<file path="config.mk">
export PLATFORM = sky130hd
export DESIGN_NAME = lc4_core
export DESIGN_NICKNAME = d
export VERILOG_FILES = /design/src/hw/lc4_pkg.sv /design/src/hw/lc4_decode.sv /design/src/hw/lc4_regfile.sv /design/src/hw/lc4_execute.sv /design/src/hw/lc4_result.sv /design/src/hw/lc4_core.sv
export VERILOG_INCLUDE_DIRS = /design/src /design/src/hw
export SDC_FILE = /design/constraint.sdc
export NUM_CORES = 1
export LEC_CHECK = 0
export ABC_AREA = 0
export BUFFER_PORTS_ARGS = -buffer_cell sky130_fd_sc_hd__buf_2
export CAP_MARGIN = 20
export CORE_ASPECT_RATIO = 0.5
export CORE_UTILIZATION = 50
export DETAILED_ROUTE_END_ITERATION = 7
export PLACE_DENSITY = 0.65
export SETUP_SLACK_MARGIN = 0.4
export SLEW_MARGIN = 25
export SYNTH_ARGS = -nofsm -noshare
export SYNTH_HDL_FRONTEND = slang
export SYNTH_HIERARCHICAL = 1
export SYNTH_SLANG_ARGS = --single-unit
</file>
<file path="constraint.sdc">
create_clock -name gwe -period 11.6 [get_ports gwe]
set_clock_uncertainty 0.2 [all_clocks]
set_input_delay 2.32 -clock gwe [delete_from_list [all_inputs] [get_ports gwe]]
set_output_delay 2.32 -clock gwe [all_outputs]
set_load 0.1 [all_outputs]
</file>
<file path="src/hw/lc4_defines.svh">
/*
 * word and register-file sizes, reset fetch address, retire stall codes
 */
`ifndef LC4_DEFINES_SVH
`define LC4_DEFINES_SVH

// data and instruction width
`define LC4_WORD_W 16
// register file size and select width
`define LC4_REG_N 8
`define LC4_RSEL_W 3

// first fetch address after reset
`define LC4_RESET_PC 16'h8200

// stall codes seen on the retire record
`define LC4_STALL_NONE 2'd0
`define LC4_STALL_BRANCH 2'd2

`endif

</file>
<file path="src/hw/lc4_pkg.sv">
/*
 * opcode, alu-op and stall enums, pipeline records, bubble constant,
 * nzp helper
 */
`include "lc4_defines.svh"

package lc4_pkg;

    typedef enum logic [3:0] {
        OP_BR      = 4'b0000,
        OP_ARITH   = 4'b0001,
        OP_LOGIC   = 4'b0101,
        OP_CONST   = 4'b1001,
        OP_JMP     = 4'b1100,
        OP_HICONST = 4'b1101
    } opcode_e;

    typedef enum logic [3:0] {
        ALU_ADD, ALU_SUB, ALU_AND, ALU_NOT, ALU_OR, ALU_XOR,
        ALU_PASS_CONST, ALU_HICONST, ALU_PC_TARGET, ALU_NONE
    } alu_op_e;

    // codes 1 and 3 belong to hazards this core never has
    typedef enum logic [1:0] {
        STALL_NONE   = `LC4_STALL_NONE,
        STALL_BRANCH = `LC4_STALL_BRANCH
    } stall_e;

    // decoded control for one instruction
    typedef struct packed {
        logic [`LC4_RSEL_W-1:0] rs_sel;
        logic [`LC4_RSEL_W-1:0] rt_sel;
        logic [`LC4_RSEL_W-1:0] wsel;
        logic                   rs_re;
        logic                   rt_re;
        logic                   reg_we;
        logic                   nzp_we;
        logic                   is_branch;
        logic                   is_control;
        alu_op_e                alu_op;
        logic [`LC4_WORD_W-1:0] insn;
    } decode_t;

    // record passed from stage register to stage register
    typedef struct packed {
        decode_t                dec;
        logic [`LC4_WORD_W-1:0] pc;
        stall_e                 stall;
    } stage_t;

    // register write that also feeds the bypass
    typedef struct packed {
        logic                   we;
        logic [`LC4_RSEL_W-1:0] wsel;
        logic [`LC4_WORD_W-1:0] data;
    } wb_t;

    // what leaves the W stage each cycle
    typedef struct packed {
        logic [`LC4_WORD_W-1:0] pc;
        logic [`LC4_WORD_W-1:0] insn;
        stall_e                 stall;
        logic                   reg_we;
        logic [`LC4_RSEL_W-1:0] wsel;
        logic [`LC4_WORD_W-1:0] data;
        logic                   nzp_we;
        logic [2:0]             nzp;
    } retire_t;

    // insn 0 decodes as a never-taken BR, so a bubble has no side effects
    localparam stage_t STAGE_BUBBLE = '{dec: '0, pc: '0, stall: STALL_BRANCH};

    // one-hot n/z/p sign class of a result
    function automatic logic [2:0] nzp_of(input logic [`LC4_WORD_W-1:0] v);
        if ($signed(v) > 0) begin
            return 3'b001;
        end else if (v == '0) begin
            return 3'b010;
        end
        return 3'b100;
    endfunction

endpackage

</file>
<file path="src/hw/lc4_decode.sv">
/*
 * instruction decoder from 16-bit insn to decode record
 */
`timescale 1ns/1ps
`include "lc4_defines.svh"

module lc4_decode (
    input  logic [`LC4_WORD_W-1:0] i_insn,
    output lc4_pkg::decode_t       o_dec
);

    always_comb begin
        // default is an instruction that reads and writes nothing
        o_dec        = '0;
        o_dec.insn   = i_insn;
        o_dec.alu_op = lc4_pkg::ALU_NONE;
        o_dec.rs_sel = i_insn[8:6];
        o_dec.rt_sel = i_insn[2:0];
        o_dec.wsel   = i_insn[11:9];

        case (i_insn[15:12])
            lc4_pkg::OP_BR: begin
                // nzp field 000 is a nop
                o_dec.is_branch = |i_insn[11:9];
                o_dec.alu_op    = lc4_pkg::ALU_PC_TARGET;
            end
            lc4_pkg::OP_ARITH: begin
                // ADD, SUB and the imm form write rd while MUL and DIV stay nops
                if (i_insn[5] || !i_insn[3]) begin
                    o_dec.alu_op = (!i_insn[5] && i_insn[4]) ? lc4_pkg::ALU_SUB
                                                             : lc4_pkg::ALU_ADD;
                    o_dec.rs_re  = 1'b1;
                    o_dec.rt_re  = !i_insn[5];
                    o_dec.reg_we = 1'b1;
                    o_dec.nzp_we = 1'b1;
                end
            end
            lc4_pkg::OP_LOGIC: begin
                case ({i_insn[5], i_insn[4:3]})
                    3'b001:  o_dec.alu_op = lc4_pkg::ALU_NOT;
                    3'b010:  o_dec.alu_op = lc4_pkg::ALU_OR;
                    3'b011:  o_dec.alu_op = lc4_pkg::ALU_XOR;
                    default: o_dec.alu_op = lc4_pkg::ALU_AND;
                endcase
                o_dec.rs_re  = 1'b1;
                // NOT and the imm form have no second register
                o_dec.rt_re  = !i_insn[5] && (i_insn[4:3] != 2'b01);
                o_dec.reg_we = 1'b1;
                o_dec.nzp_we = 1'b1;
            end
            lc4_pkg::OP_CONST: begin
                o_dec.alu_op = lc4_pkg::ALU_PASS_CONST;
                o_dec.reg_we = 1'b1;
                o_dec.nzp_we = 1'b1;
            end
            lc4_pkg::OP_HICONST: begin
                // keeps the low byte of rd, so rd is also a source
                o_dec.rs_sel = i_insn[11:9];
                o_dec.rs_re  = 1'b1;
                o_dec.alu_op = lc4_pkg::ALU_HICONST;
                o_dec.reg_we = 1'b1;
                o_dec.nzp_we = 1'b1;
            end
            lc4_pkg::OP_JMP: begin
                // JMPR is not supported and decodes as a nop
                if (i_insn[11]) begin
                    o_dec.is_control = 1'b1;
                    o_dec.alu_op     = lc4_pkg::ALU_PC_TARGET;
                end
            end
            default: begin
            end
        endcase
    end

endmodule

</file>
<file path="src/hw/lc4_regfile.sv">
/*
 * eight-entry register file, two reads, one write with write-through
 */
`timescale 1ns/1ps
`include "lc4_defines.svh"

module lc4_regfile (
    input  logic                   gwe,
    input  logic                   i_arst_n,
    input  logic [`LC4_RSEL_W-1:0] i_rs_sel,
    input  logic [`LC4_RSEL_W-1:0] i_rt_sel,
    input  lc4_pkg::wb_t           i_wb,
    output logic [`LC4_WORD_W-1:0] o_rs_data,
    output logic [`LC4_WORD_W-1:0] o_rt_data
);

    logic [`LC4_WORD_W-1:0] regs_q [`LC4_REG_N];

    always_ff @(posedge gwe or negedge i_arst_n) begin
        if (!i_arst_n) begin
            for (int i = 0; i < `LC4_REG_N; i++) begin
                regs_q[i] <= '0;
            end
        end else if (i_wb.we) begin
            regs_q[i_wb.wsel] <= i_wb.data;
        end
    end

    // a W-stage write shows up on the D-stage read in the same cycle
    assign o_rs_data = (i_wb.we && i_wb.wsel == i_rs_sel) ? i_wb.data : regs_q[i_rs_sel];
    assign o_rt_data = (i_wb.we && i_wb.wsel == i_rt_sel) ? i_wb.data : regs_q[i_rt_sel];

endmodule

</file>
<file path="src/hw/lc4_execute.sv">
/*
 * X stage with MX/WX bypass, ALU, NZP register and branch and jump resolution
 */
`timescale 1ns/1ps
`include "lc4_defines.svh"

module lc4_execute (
    input  logic                   gwe,
    input  logic                   i_arst_n,
    input  lc4_pkg::stage_t        i_x,
    input  logic [`LC4_WORD_W-1:0] i_rs_data,
    input  logic [`LC4_WORD_W-1:0] i_rt_data,
    input  lc4_pkg::wb_t           i_m_wb,
    input  lc4_pkg::wb_t           i_w_wb,
    output logic [`LC4_WORD_W-1:0] o_result,
    output logic                   o_redirect,
    output logic [`LC4_WORD_W-1:0] o_target
);

    logic [`LC4_WORD_W-1:0] rs_val;
    logic [`LC4_WORD_W-1:0] rt_val;
    logic [`LC4_WORD_W-1:0] op_b;
    logic [`LC4_WORD_W-1:0] imm5;
    logic [`LC4_WORD_W-1:0] imm9;
    logic [`LC4_WORD_W-1:0] imm11;
    logic [`LC4_WORD_W-1:0] pc_inc;
    logic [2:0]             nzp_q;

    // M stage wins over W, regfile value last
    function automatic logic [`LC4_WORD_W-1:0] bypass(
        input logic [`LC4_RSEL_W-1:0] sel,
        input logic                   re,
        input logic [`LC4_WORD_W-1:0] rf_data
    );
        if (re && i_m_wb.we && i_m_wb.wsel == sel) begin
            return i_m_wb.data;
        end else if (re && i_w_wb.we && i_w_wb.wsel == sel) begin
            return i_w_wb.data;
        end
        return rf_data;
    endfunction

    assign rs_val = bypass(i_x.dec.rs_sel, i_x.dec.rs_re, i_rs_data);
    assign rt_val = bypass(i_x.dec.rt_sel, i_x.dec.rt_re, i_rt_data);

    // sign-extended immediates straight from the insn
    assign imm5  = {{11{i_x.dec.insn[4]}}, i_x.dec.insn[4:0]};
    assign imm9  = {{7{i_x.dec.insn[8]}}, i_x.dec.insn[8:0]};
    assign imm11 = {{5{i_x.dec.insn[10]}}, i_x.dec.insn[10:0]};

    // imm forms of ADD/AND are the ones without rt
    assign op_b = i_x.dec.rt_re ? rt_val : imm5;

    // JMP carries an 11-bit offset, BR a 9-bit one
    assign pc_inc   = i_x.pc + 16'd1;
    assign o_target = pc_inc + (i_x.dec.is_control ? imm11 : imm9);

    always_comb begin
        case (i_x.dec.alu_op)
            lc4_pkg::ALU_ADD:        o_result = rs_val + op_b;
            lc4_pkg::ALU_SUB:        o_result = rs_val - op_b;
            lc4_pkg::ALU_AND:        o_result = rs_val & op_b;
            lc4_pkg::ALU_NOT:        o_result = ~rs_val;
            lc4_pkg::ALU_OR:         o_result = rs_val | op_b;
            lc4_pkg::ALU_XOR:        o_result = rs_val ^ op_b;
            lc4_pkg::ALU_PASS_CONST: o_result = imm9;
            lc4_pkg::ALU_HICONST:    o_result = {i_x.dec.insn[7:0], rs_val[7:0]};
            lc4_pkg::ALU_PC_TARGET:  o_result = o_target;
            default:                 o_result = '0;
        endcase
    end

    // written at the end of the X cycle, so the next insn in X sees it
    always_ff @(posedge gwe or negedge i_arst_n) begin
        if (!i_arst_n) begin
            nzp_q <= 3'b010;
        end else if (i_x.dec.nzp_we) begin
            nzp_q <= lc4_pkg::nzp_of(o_result);
        end
    end

    // taken when any requested condition bit is set
    assign o_redirect = i_x.dec.is_control ||
                        (i_x.dec.is_branch && |(i_x.dec.insn[11:9] & nzp_q));

endmodule

</file>
<file path="src/hw/lc4_result.sv">
/*
 * M and W stage registers, writeback buses, retire record
 */
`timescale 1ns/1ps
`include "lc4_defines.svh"

module lc4_result (
    input  logic                   gwe,
    input  logic                   i_arst_n,
    input  lc4_pkg::stage_t        i_x,
    input  logic [`LC4_WORD_W-1:0] i_result,
    input  logic                   i_flush_x,
    output lc4_pkg::wb_t           o_m_wb,
    output lc4_pkg::wb_t           o_w_wb,
    output lc4_pkg::retire_t       o_retire
);

    lc4_pkg::stage_t        m_q;
    lc4_pkg::stage_t        w_q;
    logic [`LC4_WORD_W-1:0] m_res_q;
    logic [`LC4_WORD_W-1:0] w_res_q;
    logic [2:0]             m_nzp_q;
    logic [2:0]             w_nzp_q;

    // stage records come out of reset as bubbles
    always_ff @(posedge gwe or negedge i_arst_n) begin
        if (!i_arst_n) begin
            m_q <= lc4_pkg::STAGE_BUBBLE;
            w_q <= lc4_pkg::STAGE_BUBBLE;
        end else begin
            // X slot behind a redirect never enters M as a real insn
            m_q <= i_flush_x ? lc4_pkg::STAGE_BUBBLE : i_x;
            w_q <= m_q;
        end
    end

    // result and its nzp bits are captured on the way into M
    always_ff @(posedge gwe) begin
        m_res_q <= i_result;
        m_nzp_q <= lc4_pkg::nzp_of(i_result);
        w_res_q <= m_res_q;
        w_nzp_q <= m_nzp_q;
    end

    assign o_m_wb = '{we: m_q.dec.reg_we, wsel: m_q.dec.wsel, data: m_res_q};
    assign o_w_wb = '{we: w_q.dec.reg_we, wsel: w_q.dec.wsel, data: w_res_q};

    always_comb begin
        o_retire.pc     = w_q.pc;
        o_retire.insn   = w_q.dec.insn;
        o_retire.stall  = w_q.stall;
        o_retire.reg_we = w_q.dec.reg_we;
        o_retire.wsel   = w_q.dec.wsel;
        o_retire.data   = w_res_q;
        o_retire.nzp_we = w_q.dec.nzp_we;
        o_retire.nzp    = w_nzp_q;
    end

endmodule

</file>
<file path="src/hw/lc4_core.sv">
/*
 * five-stage LC4 core top with fetch PC, D and X stage registers, redirect
 * flush and the decode/regfile/execute/result instances
 */
`timescale 1ns/1ps
`include "lc4_defines.svh"

module lc4_core (
    input  logic                   gwe,
    input  logic                   i_arst_n,
    input  logic [`LC4_WORD_W-1:0] i_cur_insn,
    output logic [`LC4_WORD_W-1:0] o_cur_pc,
    output lc4_pkg::retire_t       o_retire
);

    logic [`LC4_WORD_W-1:0] pc_q;
    lc4_pkg::stage_t        f_rec;
    lc4_pkg::stage_t        d_q;
    lc4_pkg::stage_t        x_in;
    lc4_pkg::stage_t        x_q;
    lc4_pkg::decode_t       d_dec;
    logic [`LC4_WORD_W-1:0] rs_rf;
    logic [`LC4_WORD_W-1:0] rt_rf;
    logic [`LC4_WORD_W-1:0] rs_q;
    logic [`LC4_WORD_W-1:0] rt_q;
    lc4_pkg::wb_t           m_wb;
    lc4_pkg::wb_t           w_wb;
    logic [`LC4_WORD_W-1:0] x_result;
    logic [`LC4_WORD_W-1:0] x_target;
    logic                   x_redirect;
    logic                   flush_q;

    // only insn, pc and stall of the fetch record mean anything before decode
    always_comb begin
        f_rec          = '0;
        f_rec.dec.insn = i_cur_insn;
        f_rec.pc       = pc_q;
        f_rec.stall    = lc4_pkg::STALL_NONE;
    end

    // D record with its decoded control filled in
    always_comb begin
        x_in     = d_q;
        x_in.dec = d_dec;
    end

    // taken branch or jump in X squashes F and D
    always_ff @(posedge gwe or negedge i_arst_n) begin
        if (!i_arst_n) begin
            pc_q    <= `LC4_RESET_PC;
            d_q     <= lc4_pkg::STAGE_BUBBLE;
            x_q     <= lc4_pkg::STAGE_BUBBLE;
            flush_q <= 1'b0;
        end else begin
            pc_q    <= x_redirect ? x_target : pc_q + 16'd1;
            d_q     <= x_redirect ? lc4_pkg::STAGE_BUBBLE : f_rec;
            x_q     <= x_redirect ? lc4_pkg::STAGE_BUBBLE : x_in;
            flush_q <= x_redirect;
        end
    end

    // register operands into X
    always_ff @(posedge gwe) begin
        rs_q <= rs_rf;
        rt_q <= rt_rf;
    end

    assign o_cur_pc = pc_q;

    lc4_decode u_decode (
        .i_insn (d_q.dec.insn),
        .o_dec  (d_dec)
    );

    lc4_regfile u_regfile (
        .gwe       (gwe),
        .i_arst_n  (i_arst_n),
        .i_rs_sel  (d_dec.rs_sel),
        .i_rt_sel  (d_dec.rt_sel),
        .i_wb      (w_wb),
        .o_rs_data (rs_rf),
        .o_rt_data (rt_rf)
    );

    lc4_execute u_execute (
        .gwe        (gwe),
        .i_arst_n   (i_arst_n),
        .i_x        (x_q),
        .i_rs_data  (rs_q),
        .i_rt_data  (rt_q),
        .i_m_wb     (m_wb),
        .i_w_wb     (w_wb),
        .o_result   (x_result),
        .o_redirect (x_redirect),
        .o_target   (x_target)
    );

    lc4_result u_result (
        .gwe       (gwe),
        .i_arst_n  (i_arst_n),
        .i_x       (x_q),
        .i_result  (x_result),
        .i_flush_x (flush_q),
        .o_m_wb    (m_wb),
        .o_w_wb    (w_wb),
        .o_retire  (o_retire)
    );

endmodule

</file>
==> results.sh <==
export IMPL_grt_overflow_total=0
export IMPL_yosys_warnings=6
export IMPL_fillCellCount=3224
export IMPL_status="finished, violations left"
export IMPL_netlist_top_cells_area="dfrtp_1 38%, mux2_2 10%, mux4_1 8.5%, dfxtp_1 7.1%, ha_1 4.0%"
export IMPL_setup_viol=0
export IMPL_path_delay_family="simple AND/OR/NAND/NOR gates"
export IMPL_ys_async_sr_fraction_pct=81.6
export IMPL_tightestPinTransition_ns=1.14
export IMPL_die_w_um=283
export IMPL_stdcell_area_sq_um=21700
export IMPL_path_max_fanout=25
export IMPL_grt_setup_unrepaired="false"
export IMPL_place_ws_ns=5.48
export IMPL_slowest_stage="dfrtp_1"
export IMPL_setup_slack_ns=5.44
export IMPL_viasPerCell=5.89
export IMPL_num_rows=51
export IMPL_cp_arrival_ns=6.38
export IMPL_grt_max_degree=174
export IMPL_numCtsBuffers=36
export IMPL_clock_sinks=381
export IMPL_syn_area_sq_um=19800
export IMPL_cp_cell_sequence="and2_1 -> nand4_4 -> a221oi_1 -> o22ai_1 -> nor4_4 -> nand2_1 -> o21ai_0 -> xnor2_1 -> ha_1 -> a21oi_1 -> nand2_1 -> o21ai_0 -> o21bai_1 -> xor2_1 -> a221o_1 -> or2_1 -> nor4_1 -> nand4b_1 -> a31o_1"
export IMPL_drt_iter0_markers=1027
export IMPL_critPathBufInv=0
export IMPL_cts_root_buf="clkbuf_16"
export IMPL_initial_core_util_pct=50.8
export IMPL_yosysUniqueCellTypes=90
export IMPL_ios=92
export IMPL_fmax_mhz=162
export IMPL_powerDensity_nw_per_um2=272
export IMPL_violations="design-rule violations"
export IMPL_use_met3_pct=4.09
export IMPL_min_path_type="reg -> reg"
export IMPL_synth_edf_count=0
export IMPL_drc=2
export IMPL_cts_setup_buffers=0
export IMPL_final_setup_tns_ns=0
export IMPL_met2_usage_pct=39.4
export IMPL_met1_usage_pct=35.1
export IMPL_die_h_um=143
export IMPL_place_area_sq_um=20300
export IMPL_wire_per_inst_um=23.0
export IMPL_finalCriticalPeriod_ns=6.16
export IMPL_clock_latency_ns=0.55
export IMPL_ys_seq_elements=381
export IMPL_cts_tree="yes"
export IMPL_grt_busiest_layer="met2"
export IMPL_antennaDiodeCount=0
export IMPL_nNetsFinal=1701
export IMPL_dr_pass1_iters=7
export IMPL_detail_route_antenna_nets=0
export IMPL_dieArea_sq_um=40400
export IMPL_seq_area_frac_synth_pct=46.5
export IMPL_synth_flop_cell="dfrtp_1"
export IMPL_htreeDepth=2
export IMPL_ctsHoldBuffers=0
export IMPL_numPortBuffers=91
export IMPL_syn_nets=1687
export IMPL_multi_input_area_sq_um=9600
export IMPL_layout_drive_gt1_share_pct=26.1
export IMPL_p_leak_nw=10.2
export IMPL_syn_instance_count=1604
export IMPL_syn_area_per_cell_sq_um=12.3
export IMPL_startpoint_type="flop"
export IMPL_first_global_vias=12900
export IMPL_grt_usage_pct=24.7
export IMPL_core_area_sq_um=38900
export IMPL_grt_pass1_wl_um=76600
export IMPL_cts_resized=0
export IMPL_clock_path_buffers=3
export IMPL_regArea_sq_um=9190
export IMPL_path_clk_slew_ns=0.07
export IMPL_gp_congestion=0.920
export IMPL_cp_required_ns=11.82
export IMPL_period_share_pct=53.1
export IMPL_drv_cap=0
export IMPL_num_vias=12800
export IMPL_cp_end_kind="flop"
export IMPL_hold_violations=0
export IMPL_yosys_area_top_type_share_pct=38.5
export IMPL_critical_path_class="reg -> reg"
export IMPL_yosysTopAreaCell="dfrtp_1"
export IMPL_area_growth_pct=9.67
export IMPL_critPathMaxStageDelay_ns=0.78
export IMPL_slew_violations=0
export IMPL_antenna_found_initial=0
export IMPL_hpwl_um=33100
export IMPL_vdd_ir_drop_max_v=0.000126
export IMPL_routed_wl_um=50100
export IMPL_timing_slew_headroom_pct=23.6
-- cells in the final DEF, fill, tap and decap left out, types with 15 or more instances in the layout --
cell type  count
a21oi_1       60
mux2i_1       40
ha_1          63
nor2b_1      125
xor2_1        19
nand2b_1      15
o21ai_0       44
mux4_1        64
dfxtp_1       70
xnor2_1       37
nand2_1       60
dfrtp_1      303
buf_2         90
inv_1         57
clkbuf_16     38
mux2_2       184
buf_4         22
nor2_1        46
-- state kept, by name, summed over array words and instances (netlist names), 33 cells and up --
name,cells
u_regfile/regs_q,128
d_q,33
x_q,52
u_result/m_q,35
u_result/o_retire,39
-- final timing paths --
| kind | from | to | slack [ns] | cells past startpoint |
|---|---|---|---|---|
| worst max register to register | x_q[42] | u_execute/nzp_q[0] | 5.44 | 19 |
| min in group asynchronous | i_arst_n | u_result/m_q[0] | 1.57 | 1 |
| worst min register to register | u_result/m_nzp_q[0] | u_result/w_nzp_q[0] | 0.13 | 0 |
| worst min-delay path | u_result/m_nzp_q[0] | u_result/w_nzp_q[0] | 0.13 | 0 |
| worst max-delay path | x_q[42] | u_execute/nzp_q[0] | 5.44 | 19 |
| max in group asynchronous | i_arst_n | u_regfile/regs_q[76] | 8.27 | 3 |
-- per-stage QoR --
stage / cells / power (W) / util [%] / hold slack (ns)
5_1_grt: 2176 / 0.00618 / 55.7 / 0.151
4_1_cts: 2174 / 0.00589 / 55.5 / 0.143
2_1_floorplan: 1604 / 0.00402 / - / 0.110
3_5_place_dp: 2108 / 0.00459 / 52.2 / 0.121
3_3_place_gp: 2108 / 0.00451 / 52.2 / 0.132
6_report: 2176 / 0.00589 / 55.7 / 0.131
-- routing by layer --
metal	part of all wire [%]	up-vias
li1	-	5796
met1	47	6550
met2	46	387
met3	5.3	75
met4	2.1	0
met5	0	-
-- cell families (layout without fill, tap and decap cells) --
kind of cell             Yosys count  count (layout)  synth area share [%]
AO/OA/AOI/OAI                    229             229                  7.73
flip-flops                       381             381                  46.5
multiplexers                     302             302                  22.1
other                              1               1                0.0190
buffers and inverters            200             242                  5.41
XOR/XNOR                          58              58                  2.65
adder cells (fa/ha/maj)           66              66                  4.25
AND/OR/NAND/NOR                  367             367                  11.4
-- power by group --
| group | leakage, nW | internal (W) | switching (W) |
|---|---|---|---|
| Combinational | 5.02 | 0.000897 | 0.00150 |
| Sequential | 4.52 | 0.00179 | 0.000409 |
| Clock | 0.633 | 0.000754 | 0.000528 |
-- cell usage after synthesis, types with 10 or more instances --
cell      count
o21a_1       11
mux2i_1      40
nand2b_1     15
nand4_1      14
o21ai_0      44
buf_4        54
nand2_1      60
buf_6        12
dfrtp_1     304
mux2_4       14
mux2_2      184
a21oi_1      60
and3_1       12
xnor2_1      37
buf_2        20
a221oi_1     13
nor2b_1     125
dfxtp_1      70
clkbuf_1     38
buf_1        17
o211ai_1     13
xor2_1       19
nor2_1       46
nor3_1       13
a22oi_1      10
mux4_1       64
ha_1         63
inv_1        57
nand3_1      12
-- layout make-up --
class,instances,area share (%)
clock buffer,49,4.85
sequential,381,42.4
inverter,59,1.02
clock inverter,17,1.08
tap,530,3.06
multi-input combinational,1023,44.3
timing repair buffer,117,3.31
-- worst register-to-register path: stages (launching register included) --
cell and delay (ns):
dfrtp_1 0.78, and2_1 0.39, nand4_4 0.32, a221oi_1 0.42
o22ai_1 0.24, nor4_4 0.45, nand2_1 0.20, o21ai_0 0.25
xnor2_1 0.10, ha_1 0.35, a21oi_1 0.21, nand2_1 0.09
o21ai_0 0.28, o21bai_1 0.15, xor2_1 0.15, a221o_1 0.39
or2_1 0.24, nor4_1 0.40, nand4b_1 0.17, a31o_1 0.25
(Power assumes the default switching activity.)
